===== config.mk =====
export PLATFORM = sky130hd
export DESIGN_NAME = uart_app
export DESIGN_NICKNAME = d
export VERILOG_FILES = /design/src/design/uart_app_pkg.sv /design/src/design/frame_if.sv /design/src/design/uart_app.sv /design/src/design/status_reporter.sv /design/src/design/cmd_decoder.sv /design/src/design/frame_parser.sv /design/src/design/uart_phy.sv
export SDC_FILE = /design/constraint.sdc
export NUM_CORES = 1
export LEC_CHECK = 0
export ABC_AREA = 1
export BUFFER_PORTS_ARGS = -buffer_cell sky130_fd_sc_hd__buf_2
export CORE_ASPECT_RATIO = 0.5
export CORE_UTILIZATION = 49
export CTS_CLUSTER_SIZE = 40
export DETAILED_ROUTE_END_ITERATION = 7
export PLACE_DENSITY = 0.77
export SLEW_MARGIN = 0
export SYNTH_ARGS = -nofsm -noshare
export SYNTH_HDL_FRONTEND = slang
export SYNTH_HIERARCHICAL = 1
export SYNTH_SLANG_ARGS = --single-unit

===== constraint.sdc =====
create_clock -name clk_sys -period 2.1 [get_ports clk_sys]
set_clock_uncertainty 0.1 [all_clocks]
set_input_delay 0.21 -clock clk_sys [delete_from_list [all_inputs] [get_ports clk_sys]]
set_output_delay 0.21 -clock clk_sys [all_outputs]
set_load 0.02 [all_outputs]

===== src/design/uart_app_pkg.sv =====
// uart endpoint shared constants
package uart_app_pkg;

	// ------------------------------------------------------------
	// serial timing
	localparam int clks_per_bit = 8;	// 8N1, 12.5 Mbaud from 100 MHz

	// ------------------------------------------------------------
	// frame bytes and command codes
	localparam logic [7:0] frame_head = 8'hBE;
	localparam logic [7:0] frame_tail = 8'hED;
	localparam logic [7:0] report_cmd = 8'h03;
	localparam logic [7:0] report_len = 8'd18;	// status payload bytes

	localparam logic [7:0] cmd_flash  = 8'h00;
	localparam logic [7:0] cmd_reset  = 8'h04;
	localparam logic [7:0] cmd_energy = 8'h25;
	localparam logic [7:0] cmd_bridge = 8'h30;

	localparam logic [7:0] reset_soft  = 8'h00;	// first payload byte of cmd_reset
	localparam logic [7:0] reset_fault = 8'h01;

	// ------------------------------------------------------------
	// widths
	localparam int ch_num = 14;	// optical channels 0-13
	localparam int idx_w  = 7;	// payload index, up to 127 bytes

	localparam logic [ch_num-1:0] energy_default = '1;

	// host frame parser states
	localparam logic [2:0] ps_idle    = 3'd0;
	localparam logic [2:0] ps_cmd     = 3'd1;
	localparam logic [2:0] ps_rsv1    = 3'd2;
	localparam logic [2:0] ps_len     = 3'd3;
	localparam logic [2:0] ps_rsv2    = 3'd4;
	localparam logic [2:0] ps_payload = 3'd5;
	localparam logic [2:0] ps_tail    = 3'd6;

endpackage

===== src/design/frame_if.sv =====
// parsed host frame events
`timescale 1ns/1ps

interface frame_if
	import uart_app_pkg::*;
();

	logic             payload_valid;	// one strobe per payload byte
	logic [7:0]       data;
	logic [7:0]       cmd;	// held for the whole frame
	logic [idx_w-1:0] index;	// 1-based, valid with payload_valid
	logic             frame_end;	// tail byte matched

	modport parser (output payload_valid, data, cmd, index, frame_end);

	modport decoder (input payload_valid, data, cmd, index, frame_end);

endinterface


===== src/design/uart_app.sv =====
// board management uart endpoint
`timescale 1ns/1ps

module uart_app
	import uart_app_pkg::*;
(
	input  logic              clk_sys,
	input  logic              reset,
	input  logic              a7_led,
	input  logic              com_232_rx,
	input  logic [31:0]       fpga_version_optic,
	input  logic [31:0]       fpga_time_optic,
	input  logic [ch_num-1:0] sfp_abs,
	input  logic [ch_num-1:0] sfp_los,
	input  logic [ch_num-1:0] rx_comm_err,
	input  logic [ch_num-1:0] rx_verify_err,
	input  logic [10:0]       serdes_state,
	output logic              fpga_led,
	output logic              com_232_tx,
	output logic              soft_reset_cmd,
	output logic              spi_flash_switch,
	output logic [ch_num-1:0] energy_fetch,
	output logic [ch_num-1:0] bridge_mode_set
);

	logic       rx_valid;
	logic [7:0] rx_data;
	logic       tx_start;
	logic [7:0] tx_data;
	logic       tx_busy;

	frame_if frame ();

	uart_phy i_phy (.clk_sys, .reset, .rxd(com_232_rx), .tx_start, .tx_data,
		.txd(com_232_tx), .rx_valid, .rx_data, .tx_busy);

	frame_parser i_parser (.clk_sys, .reset, .rx_valid, .rx_data, .frame(frame.parser));

	cmd_decoder i_decoder (.clk_sys, .reset, .frame(frame.decoder), .soft_reset_cmd,
		.spi_flash_switch, .energy_fetch, .bridge_mode_set);

	status_reporter i_reporter (.clk_sys, .reset, .a7_led, .fpga_version_optic,
		.fpga_time_optic, .sfp_abs, .sfp_los, .rx_comm_err, .rx_verify_err,
		.serdes_state, .tx_busy, .fpga_led, .tx_start, .tx_data);

endmodule


===== src/design/status_reporter.sv =====
// board status reporter
`timescale 1ns/1ps

module status_reporter
	import uart_app_pkg::*;
(
	input  logic              clk_sys,
	input  logic              reset,
	input  logic              a7_led,
	input  logic [31:0]       fpga_version_optic,
	input  logic [31:0]       fpga_time_optic,
	input  logic [ch_num-1:0] sfp_abs,
	input  logic [ch_num-1:0] sfp_los,
	input  logic [ch_num-1:0] rx_comm_err,
	input  logic [ch_num-1:0] rx_verify_err,
	input  logic [10:0]       serdes_state,
	input  logic              tx_busy,
	output logic              fpga_led,
	output logic              tx_start,
	output logic [7:0]        tx_data
);

	logic [2:0] led_sync;
	logic       led_prev;
	logic       led_fall;
	logic       busy_d;
	logic       active;	// report in progress
	logic [4:0] byte_idx;	// next byte to send
	logic [4:0] sel_idx;
	logic       send_now;
	logic [7:0] report_byte;

	// ------------------------------------------------------------
	// led sync and edge detect
	always_ff @(posedge clk_sys)
	begin
		if (reset)
		begin
			led_sync <= '0;
			led_prev <= 1'b0;
			busy_d <= 1'b0;
		end
		else
		begin
			led_sync <= {led_sync[1:0], a7_led};
			led_prev <= led_sync[2];
			busy_d <= tx_busy;
		end
	end

	assign fpga_led = led_sync[2];
	assign led_fall = led_prev && !led_sync[2];

	// a new edge restarts at the header, held until the line is free
	assign send_now = led_fall ? (!tx_busy && !tx_start) : (active && busy_d && !tx_busy);
	assign sel_idx = led_fall ? 5'd0 : byte_idx;

	// ------------------------------------------------------------
	// byte sequencer
	always_ff @(posedge clk_sys)
	begin
		if (reset)
		begin
			active <= 1'b0;
			byte_idx <= '0;
			tx_start <= 1'b0;
		end
		else
		begin
			tx_start <= send_now;
			if (led_fall)
			begin
				active <= 1'b1;
				byte_idx <= send_now ? 5'd1 : 5'd0;
			end
			else if (send_now)
			begin
				byte_idx <= byte_idx + 5'd1;
				if (byte_idx == 5'(report_len + 8'd4))
					active <= 1'b0;	// tail byte going out
			end
		end
	end

	always_comb
	begin
		case (sel_idx)
			5'd0:  report_byte = frame_head;
			5'd1:  report_byte = report_cmd;
			5'd2:  report_byte = 8'h00;
			5'd3:  report_byte = report_len;
			5'd4:  report_byte = fpga_version_optic[31:24];
			5'd5:  report_byte = fpga_version_optic[23:16];
			5'd6:  report_byte = fpga_version_optic[15:8];
			5'd7:  report_byte = fpga_version_optic[7:0];
			5'd8:  report_byte = fpga_time_optic[31:24];
			5'd9:  report_byte = fpga_time_optic[23:16];
			5'd10: report_byte = fpga_time_optic[15:8];
			5'd11: report_byte = fpga_time_optic[7:0];
			5'd12: report_byte = 8'(sfp_abs >> 8);	// upper channels, zero padded
			5'd13: report_byte = sfp_abs[7:0];
			5'd14: report_byte = 8'(sfp_los >> 8);
			5'd15: report_byte = sfp_los[7:0];
			5'd16: report_byte = 8'(rx_comm_err >> 8);
			5'd17: report_byte = rx_comm_err[7:0];
			5'd18: report_byte = 8'(rx_verify_err >> 8);
			5'd19: report_byte = rx_verify_err[7:0];
			5'd20: report_byte = 8'(serdes_state >> 8);
			5'd21: report_byte = serdes_state[7:0];
			default: report_byte = frame_tail;
		endcase
	end

	always_ff @(posedge clk_sys)
	begin
		if (send_now)
			tx_data <= report_byte;
	end

endmodule


===== src/design/cmd_decoder.sv =====
// host command decoder
`timescale 1ns/1ps

module cmd_decoder
	import uart_app_pkg::*;
(
	input  logic              clk_sys,
	input  logic              reset,
	frame_if.decoder          frame,
	output logic              soft_reset_cmd,
	output logic              spi_flash_switch,	// 1 routes spi to flash download
	output logic [ch_num-1:0] energy_fetch,
	output logic [ch_num-1:0] bridge_mode_set	// 0 half bridge, 1 full bridge
);

	logic fault_reset_cmd;	// only clears the energy mask
	logic reset_code;

	// byte 1 holds the upper channel bits, byte 2 the lower eight
	function automatic logic [ch_num-1:0] mask_write(input logic [ch_num-1:0] mask,
		input logic [idx_w-1:0] idx, input logic [7:0] byte_in);
		logic [ch_num-1:0] m;
		m = mask;
		if (idx == idx_w'(1))
			m[ch_num-1:8] = byte_in[ch_num-9:0];
		else if (idx == idx_w'(2))
			m[7:0] = byte_in;
		return m;
	endfunction

	assign reset_code = frame.payload_valid && frame.cmd == cmd_reset
		&& frame.index == idx_w'(1);

	// ------------------------------------------------------------
	// reset pulses and flash switch
	always_ff @(posedge clk_sys)
	begin
		if (reset)
		begin
			soft_reset_cmd <= 1'b0;
			fault_reset_cmd <= 1'b0;
		end
		else
		begin
			soft_reset_cmd <= reset_code && frame.data == reset_soft;
			fault_reset_cmd <= reset_code && frame.data == reset_fault;
		end
	end

	always_ff @(posedge clk_sys)
	begin
		if (reset)
			spi_flash_switch <= 1'b0;
		else if (frame.frame_end && frame.cmd == cmd_flash)
			spi_flash_switch <= 1'b1;	// takes effect on a clean tail only
		else if (soft_reset_cmd)
			spi_flash_switch <= 1'b0;
	end

	// ------------------------------------------------------------
	// channel masks
	always_ff @(posedge clk_sys)
	begin
		if (reset || soft_reset_cmd)
			energy_fetch <= energy_default;
		else if (fault_reset_cmd)
			energy_fetch <= '0;
		else if (frame.payload_valid && frame.cmd == cmd_energy)
			energy_fetch <= mask_write(energy_fetch, frame.index, frame.data);
	end

	always_ff @(posedge clk_sys)
	begin
		if (reset)
			bridge_mode_set <= '0;
		else if (frame.payload_valid && frame.cmd == cmd_bridge)
			bridge_mode_set <= mask_write(bridge_mode_set, frame.index, frame.data);
	end

	a_one_reset_kind: assert property (@(posedge clk_sys) disable iff (reset)
		!(soft_reset_cmd && fault_reset_cmd));

endmodule


===== src/design/frame_parser.sv =====
// host frame parser
`timescale 1ns/1ps

module frame_parser
	import uart_app_pkg::*;
(
	input  logic       clk_sys,
	input  logic       reset,
	input  logic       rx_valid,
	input  logic [7:0] rx_data,
	frame_if.parser    frame
);

	logic [2:0]       state;
	logic [idx_w-1:0] len_q;	// payload length of current frame

	always_ff @(posedge clk_sys)
	begin
		if (reset)
		begin
			state <= ps_idle;
			len_q <= '0;
			frame.index <= '0;
			frame.payload_valid <= 1'b0;
			frame.frame_end <= 1'b0;
		end
		else
		begin
			frame.payload_valid <= 1'b0;
			frame.frame_end <= 1'b0;
			if (rx_valid)
			begin
				case (state)
					ps_idle: if (rx_data == frame_head)
						state <= ps_cmd;	// anything else is noise
					ps_cmd:  state <= ps_rsv1;
					ps_rsv1: state <= ps_len;
					ps_len:
					begin
						len_q <= rx_data[idx_w-1:0];
						state <= ps_rsv2;
					end
					ps_rsv2:
					begin
						frame.index <= '0;
						state <= (len_q == '0) ? ps_tail : ps_payload;
					end
					ps_payload:
					begin
						frame.payload_valid <= 1'b1;
						frame.index <= frame.index + 1'b1;
						if (frame.index + 1'b1 == len_q)
							state <= ps_tail;
					end
					ps_tail:
					begin
						frame.frame_end <= (rx_data == frame_tail);	// bad tail drops frame
						state <= ps_idle;
					end
					default: state <= ps_idle;
				endcase
			end
		end
	end

	// payload registers
	always_ff @(posedge clk_sys)
	begin
		if (rx_valid)
			frame.data <= rx_data;
		if (rx_valid && state == ps_cmd)
			frame.cmd <= rx_data;
	end

	a_index_in_range: assert property (@(posedge clk_sys) disable iff (reset)
		frame.payload_valid |-> (frame.index != '0 && frame.index <= len_q));

endmodule


===== src/design/uart_phy.sv =====
// serial byte transceiver
`timescale 1ns/1ps

module uart_phy
	import uart_app_pkg::*;
(
	input  logic       clk_sys,
	input  logic       reset,
	input  logic       rxd,
	input  logic       tx_start,
	input  logic [7:0] tx_data,
	output logic       txd,
	output logic       rx_valid,
	output logic [7:0] rx_data,
	output logic       tx_busy
);

	logic [1:0] rx_sync;
	logic       rx_active;
	logic [3:0] rx_bit;	// 0 start, 1-8 data, 9 stop
	logic [$clog2(clks_per_bit)-1:0] rx_cnt;
	logic [7:0] rx_shift;
	logic       rx_mid;

	logic [9:0] tx_shift;	// stop, data, start
	logic [3:0] tx_bit;
	logic [$clog2(clks_per_bit)-1:0] tx_cnt;

	// ------------------------------------------------------------
	// receiver
	always_ff @(posedge clk_sys)
	begin
		if (reset)
			rx_sync <= 2'b11;	// line idles high
		else
			rx_sync <= {rx_sync[0], rxd};
	end

	// start bit checked half a bit in, the rest at full bit spacing
	assign rx_mid = (rx_bit == 4'd0) ? (rx_cnt == clks_per_bit / 2 - 1)
		: (rx_cnt == clks_per_bit - 1);

	always_ff @(posedge clk_sys)
	begin
		if (reset)
		begin
			rx_active <= 1'b0;
			rx_bit <= '0;
			rx_cnt <= '0;
			rx_valid <= 1'b0;
		end
		else
		begin
			rx_valid <= 1'b0;
			if (!rx_active)
			begin
				rx_active <= !rx_sync[1];	// falling edge opens a byte
				rx_bit <= '0;
				rx_cnt <= '0;
			end
			else if (rx_mid)
			begin
				rx_cnt <= '0;
				if (rx_bit == 4'd0 && rx_sync[1])
					rx_active <= 1'b0;	// glitch, not a start bit
				else if (rx_bit == 4'd9)
				begin
					rx_active <= 1'b0;
					rx_valid <= rx_sync[1];	// drop on framing error
				end
				else
					rx_bit <= rx_bit + 4'd1;
			end
			else
				rx_cnt <= rx_cnt + 1'b1;
		end
	end

	always_ff @(posedge clk_sys)
	begin
		if (rx_active && rx_mid && rx_bit != 4'd0 && rx_bit != 4'd9)
			rx_shift <= {rx_sync[1], rx_shift[7:1]};	// lsb first
		if (rx_active && rx_mid && rx_bit == 4'd9)
			rx_data <= rx_shift;
	end

	// ------------------------------------------------------------
	// transmitter
	always_ff @(posedge clk_sys)
	begin
		if (reset)
		begin
			tx_busy <= 1'b0;
			tx_bit <= '0;
			tx_cnt <= '0;
		end
		else if (!tx_busy)
		begin
			tx_busy <= tx_start;
			tx_bit <= '0;
			tx_cnt <= '0;
		end
		else if (tx_cnt == clks_per_bit - 1)
		begin
			tx_cnt <= '0;
			tx_bit <= tx_bit + 4'd1;
			if (tx_bit == 4'd9)
				tx_busy <= 1'b0;	// stop bit done
		end
		else
			tx_cnt <= tx_cnt + 1'b1;
	end

	always_ff @(posedge clk_sys)
	begin
		if (!tx_busy && tx_start)
			tx_shift <= {1'b1, tx_data, 1'b0};
		else if (tx_busy && tx_cnt == clks_per_bit - 1)
			tx_shift <= {1'b1, tx_shift[9:1]};
	end

	assign txd = tx_busy ? tx_shift[0] : 1'b1;

	// the reporter must wait for the previous byte
	a_no_start_when_busy: assert property (@(posedge clk_sys) disable iff (reset)
		tx_start |-> !tx_busy);

endmodule


======== Word-level counts from Yosys, hierarchy flattened ========
Index checks and enable logic that the tools add are counted.
storage, ports and cells
  register bits ........................... 130
  output and inout bits ................... 32
  word-level logic and storage cells ...... 181
cells by class
  add/sub/neg operators ................... 6
  equality and inequality tests ........... 46
  multiplexer cells ....................... 33
  bitwise gates (word level) .............. 8
  reductions and logical operators ........ 55
operators with widths
  operator                                             count
  case mux 8 bit (22 select lines)                     1
  equality test 5 x 4 -> 1 bit, second input constant  8
  equality test 5 bit, second input constant           7
  two-way mux 14 bit                                   2
  equality test 5 x 3 -> 1 bit, second input constant  4
  logical AND 1 bit                                    19
  two-way mux 9 bit                                    2
  case mux 3 bit (6 select lines)                      1
  two-way mux 1 bit                                    17
  equality test 8 x 6 -> 1 bit, second input constant  2
  equality test 8 bit, second input constant           2
  logical NOT 8 bit                                    2
  two-way mux 8 bit                                    2
  nonzero test 2 bit                                   8
  equality test 3 bit, second input constant           5
  two-way mux 5 bit                                    3
  case mux 7 bit (2 select lines)                      1
  AND reduction 3 bit                                  4
  equality test 5 x 2 -> 1 bit, second input constant  2
  AND reduction 2 bit                                  5
  equality test 3 x 2 -> 1 bit, second input constant  3
  OR reduction 3 bit                                   3
  adder 4 x 1 -> 4 bit, second input constant          2
  equality test 4 bit, second input constant           2
  other kinds (25)                                     41

======== Depth between registers and ports, before layout ========
  word-level depth ........................ 5
  gate-level depth with buffers ........... 14
  depth with buffers taken out ............ 14

======== By module ========
Netlist, hierarchy kept.
modules (own cells, without submodules)
  module           instances  cells each  area an instance (um^2)  seq. area each (um^2)
  status_reporter  1          408         2,258.4                  480.5
  uart_phy         1          152         1,727.9                  1,121.1
  frame_parser     1          175         1,536.5                  860.8
  cmd_decoder      1          205         1,418.9                  620.6

======== Worst setup path after synthesis ========
No wires, ideal clock.
  path type ............................... flip-flop to flip-flop
  from .................................... reg i_phy.rx_valid
  to ...................................... reg i_parser.frame.cmd[0], enable pin
  arrival time ............................ 1,467 ps
  path slack .............................. 139 ps
  cell stages (with the launch flop) ...... 3
  cells stage by stage .................... dfxtp_1 > inv_1 > nor4_1
on the way
  longest elaborated chain between the ends .. 1
RTL lines
  element                   line                RTL
  start: declaration        uart_phy.sv:13      output logic rx_valid,
  start signal: assignment  uart_phy.sv:69      rx_valid <= rx_sync[1];
  logical AND 1 bit         frame_parser.sv:71  if (rx_valid && state == ps_cmd)
  end signal: assignment    frame_parser.sv:72  frame.cmd <= rx_data;
  end: declaration          frame_if.sv:14      modport parser (output payload_valid, data, cmd, index, frame_end);
Every way passes these cells.
A chain may end at the register's enable or synchronous reset.

======== Worst setup path after layout ========
  from .................................... reg i_reporter.byte_idx[3]
  to ...................................... reg i_reporter.tx_data[3] (data pin)
on the way
  longest elaborated chain between the ends .. 3
RTL lines
  element                                            line                    RTL
  start: declaration                                 status_reporter.sv:28   logic [4:0] byte_idx;
  start signal: assignment                           status_reporter.sv:74   byte_idx <= send_now ? 5'd1 : 5'd0;
  start signal: assignment                           status_reporter.sv:78   byte_idx <= byte_idx + 5'd1;
  two-way mux 5 bit (*)                              status_reporter.sv:56   assign sel_idx = led_fall ? 5'd0 : byte_idx;
  equality test 5 bit, or another cell as far along  status_reporter.sv:87   case (sel_idx)
  case mux 8 bit (22 select lines) (*)               status_reporter.sv:87
  via i_reporter.report_byte[3]                      status_reporter.sv:31   logic [7:0] report_byte;
  end signal: assignment                             status_reporter.sv:117  tx_data <= report_byte;
  end: declaration                                   status_reporter.sv:20   output logic [7:0] tx_data
Mark *: on every way through the listed nets, which the timed path passes. The rest lies on a longest branch.

==> out/metrics.cfg <==
[synthesis]
yosys.area.top_type=dfxtp_1
synthTopCellsByCount=nand2_1 (231), nand3_1 (160), nor2_1 (133), inv_1 (88), dfxtp_1 (82)
synth_area_leaders=dfxtp_1 (24%), edfxtp_1 (21%), nand2_1 (12%)
ys_ff_latch=130
yosysWarnings=6
synthDistinctLibCells=45
async_flop_share_pct=0
synth_edf_count=48
syn_area_per_cell_sq_um=7.38
synth_area_sq_um=6940
syn_nets=1086
synthCells=940
ys.flop_type=dfxtp_1
synth.top_cell.area_share_pct=23.6
synth_most_common_cell=nand2_1
yosysSeqAreaShare_pct=44.4

[clocking]
cts_root_buf=clkbuf_16
cts_sinks=130
cts_tree=done
cts_max_level=4
cts_buffers=17
clock_latency_ps=410
clockBufferDepth=2
cts.clk_slew.worst_paths_ps=60

[floorplan]
fp.dieW_microns=170
floorplan.io_pins=167
core.rowCount=30
core_area_sq_um=13700
die-area_sq_um=14700
start_util_pct=50.7
die_h_microns=86.2

[drt]
drcViolationCount=0
ant_nets=0
wl_microns=17800
drt_iter0_markers=437
wl_per_cell_microns=13.4
dr.pass1.iters=5
num_vias=6873
vias_per_cell=5.18

[placed_design]
dp_cells=1292
dp_hpwl_microns=13600
pre_cts_slack_ps=106
portBuffers=166
place.gp.congestion=0.973

[worst_hold_path]
holdPathEnd=i_parser/frame.payload_valid$_SDFF_PP0_
hold_class=primary input to flop
holdPathStages=2
hold_start=reset

[global_routing]
grt_start_max_net_pins=19
grt_pass1_vias=6262
antenna_found_initial=0
grt_pass1_wl_microns=28800
grt.overflow.total=0
grtUsageTotal_pct=24.8

[sta]
setup_viol=0
max_freq_mhz=517
tightest_slew_ps=914
tns_ps=0
period_share_pct=92.1
max_slew_margin_pct=38.8
min_period_ps=1930
finalWorstSetupSlack_ps=166
maxSlewViolCount=0
finalHoldViolCount=0
holdWs_ps=70.0

[worst_setup_path]
cp.required_ps=2150
cpLargestDelayFamily=simple AND/OR/NAND/NOR gates
cp.arrival_ps=1990
startpoint_type=flop
end_kind=flop
worstSetupPathType=flop to flop
reg2regPathDepth=10
worstReg2RegStart=i_reporter/byte_idx[3]$_SDFFE_PP0P_
r2r_end=i_reporter/tx_data[3]$_DFFE_PP_
cpMaxStageDelayCell=dfxtp_1
worst-path-stages=10
crit_chain=inv_1, nand2_2, nor2_4, buf_4, nand3_1, nand2_1, nor2_1, nand2_1, nor2_1, nand3_1
critPathMaxFanout=12
r2r_slack_ps=170
path_buf_inv=2
cp_slowest_stage_delay_ps=380

[power_and_ir_drop]
p_seq_share_pct=46.9
pwr-share-clk_pct=48.8
net-switching-power_w=0.00126
p_leak_nw=3.85
powerDensity_nw_per_um2=649
comb_power_share_pct=4.3
ir_drop_v=0.000576
intPower_w=0.00433
sw_frac_of_total_pct=22.6

[final_layout]
syn_to_final_growth_pct=24.2
fillers=1189
fin_nets=1269
regArea_sq_um=3090
layout-drive-gt1-share_pct=24.8
antenna_cells=0
multi_input_area_sq_um=3360
instances_no_fill=1328

[status]
outcome=complete, no violations

[job]
maxCapViolCount=0

[sequential cells by signal, indices dropped and copies added (netlist names), 2 cells and up]
name and count:
i_decoder/bridge_mode_set 14, i_decoder/energy_fetch 14, i_phy/tx_shift 9, i_parser/frame.cmd 8
i_parser/frame.data 8, i_phy/rx_data 8, i_phy/rx_shift 8, i_reporter/tx_data 8
i_parser/frame.index 7, i_parser/len_q 7, i_reporter/byte_idx 5, i_phy/rx_bit 4
i_phy/tx_bit 4, i_parser/state 3, i_phy/rx_cnt 3, i_phy/tx_cnt 3
i_reporter/led_sync 3, i_phy/rx_sync 2
[stage by stage]
step / utilization [%] / power, W / cell area, sq um
after CTS: 62.6 / 0.00564 / 8580
after detailed placement: 58.4 / 0.00291 / 8000
after floorplan: - / 0.00275 / 6940
after global placement: 58.4 / 0.00291 / 8000
final: 62.9 / 0.00559 / 8620
after global routing: 62.9 / 0.00577 / 8620
[worst max-delay path by stage]
stage	slack, ps	start	end
3_3_place_gp	90	i_reporter/byte_idx[0]$_SDFFE_PP0P_	i_reporter/tx_data[1]$_DFFE_PP_
3_5_place_dp	110	i_reporter/byte_idx[0]$_SDFFE_PP0P_	i_reporter/tx_data[6]$_DFFE_PP_
4_1_cts	80	i_reporter/byte_idx[0]$_SDFFE_PP0P_	i_reporter/tx_data[6]$_DFFE_PP_
5_1_grt	-5	i_reporter/led_sync[2]$_SDFF_PP0_	i_reporter/tx_data[5]$_DFFE_PP_
2_1_floorplan	140	i_phy/rx_valid$_SDFF_PP0_	i_parser/frame.cmd[0]$_DFFE_PP_
6_report	170	i_reporter/byte_idx[3]$_SDFFE_PP0P_	i_reporter/tx_data[3]$_DFFE_PP_
[layer usage]
metal / up-vias / track usage (%) / routed length (microns)
li1: 3477 / - / -
met1: 3110 / 30.3 / 7870
met2: 248 / 43.2 / 8480
met3: 38 / 4.80 / 987
met4: 0 / 10.4 / 425
met5: - / 0 / 0
[what timing repair did]
item,CTS,global route
hold buffers,2,0
setup endpoints to repair,0,8
setup buffers,0,2
gates resized for setup,0,8
hold endpoints to repair,2,0
[final cells by class]
type | count | share of cell area [%]
clock buffer | 19 | 5.28
sequential | 130 | 35.8
tap | 192 | 2.79
timing repair buffer | 186 | 11.5
multi-input combinational | 684 | 39.0
clock inverter | 13 | 1.15
inverter | 104 | 4.53
[power groups by stage]
stage	logic [W]	clock network [W]	registers, W
final	0.000241	0.00273	0.00262
after CTS	0.000237	0.00278	0.00262
after global placement	0.000234	0	0.00267
after global routing	0.000265	0.00289	0.00262
after detailed placement	0.000233	0	0.00267
after floorplan	0.0000728	0	0.00267
[cell usage in the layout, fill, tap and decap left out, types with 3 or more instances in the layout]
cell	count
dfxtp_1	80
clkinv_4	3
nor2_1	131
buf_2	166
nor2_4	10
nor3_1	9
a32o_1	8
nor2_2	13
clkbuf_16	18
nand2_2	11
clkinv_1	3
inv_4	3
ha_1	11
nor3_2	5
nand2_1	231
inv_2	13
inv_1	88
edfxtp_1	48
o211ai_1	3
nand3_2	3
or2_2	3
o21a_1	3
nand4_1	21
buf_4	17
a21oi_1	25
nand3_1	160
o21ai_0	16
[cells by family after synthesis]
logic type / Yosys count / synth area share, %
adders and majority gates: 11 / 1.98
DFF: 130 / 44.4
AOI/OAI and AO/OA: 64 / 5.73
buffers and inverters: 126 / 7.52
xor gates and xnor gates: 3 / 0.379
and+or+nand+nor: 606 / 40.0
Power figures use the tool's default switching activity.
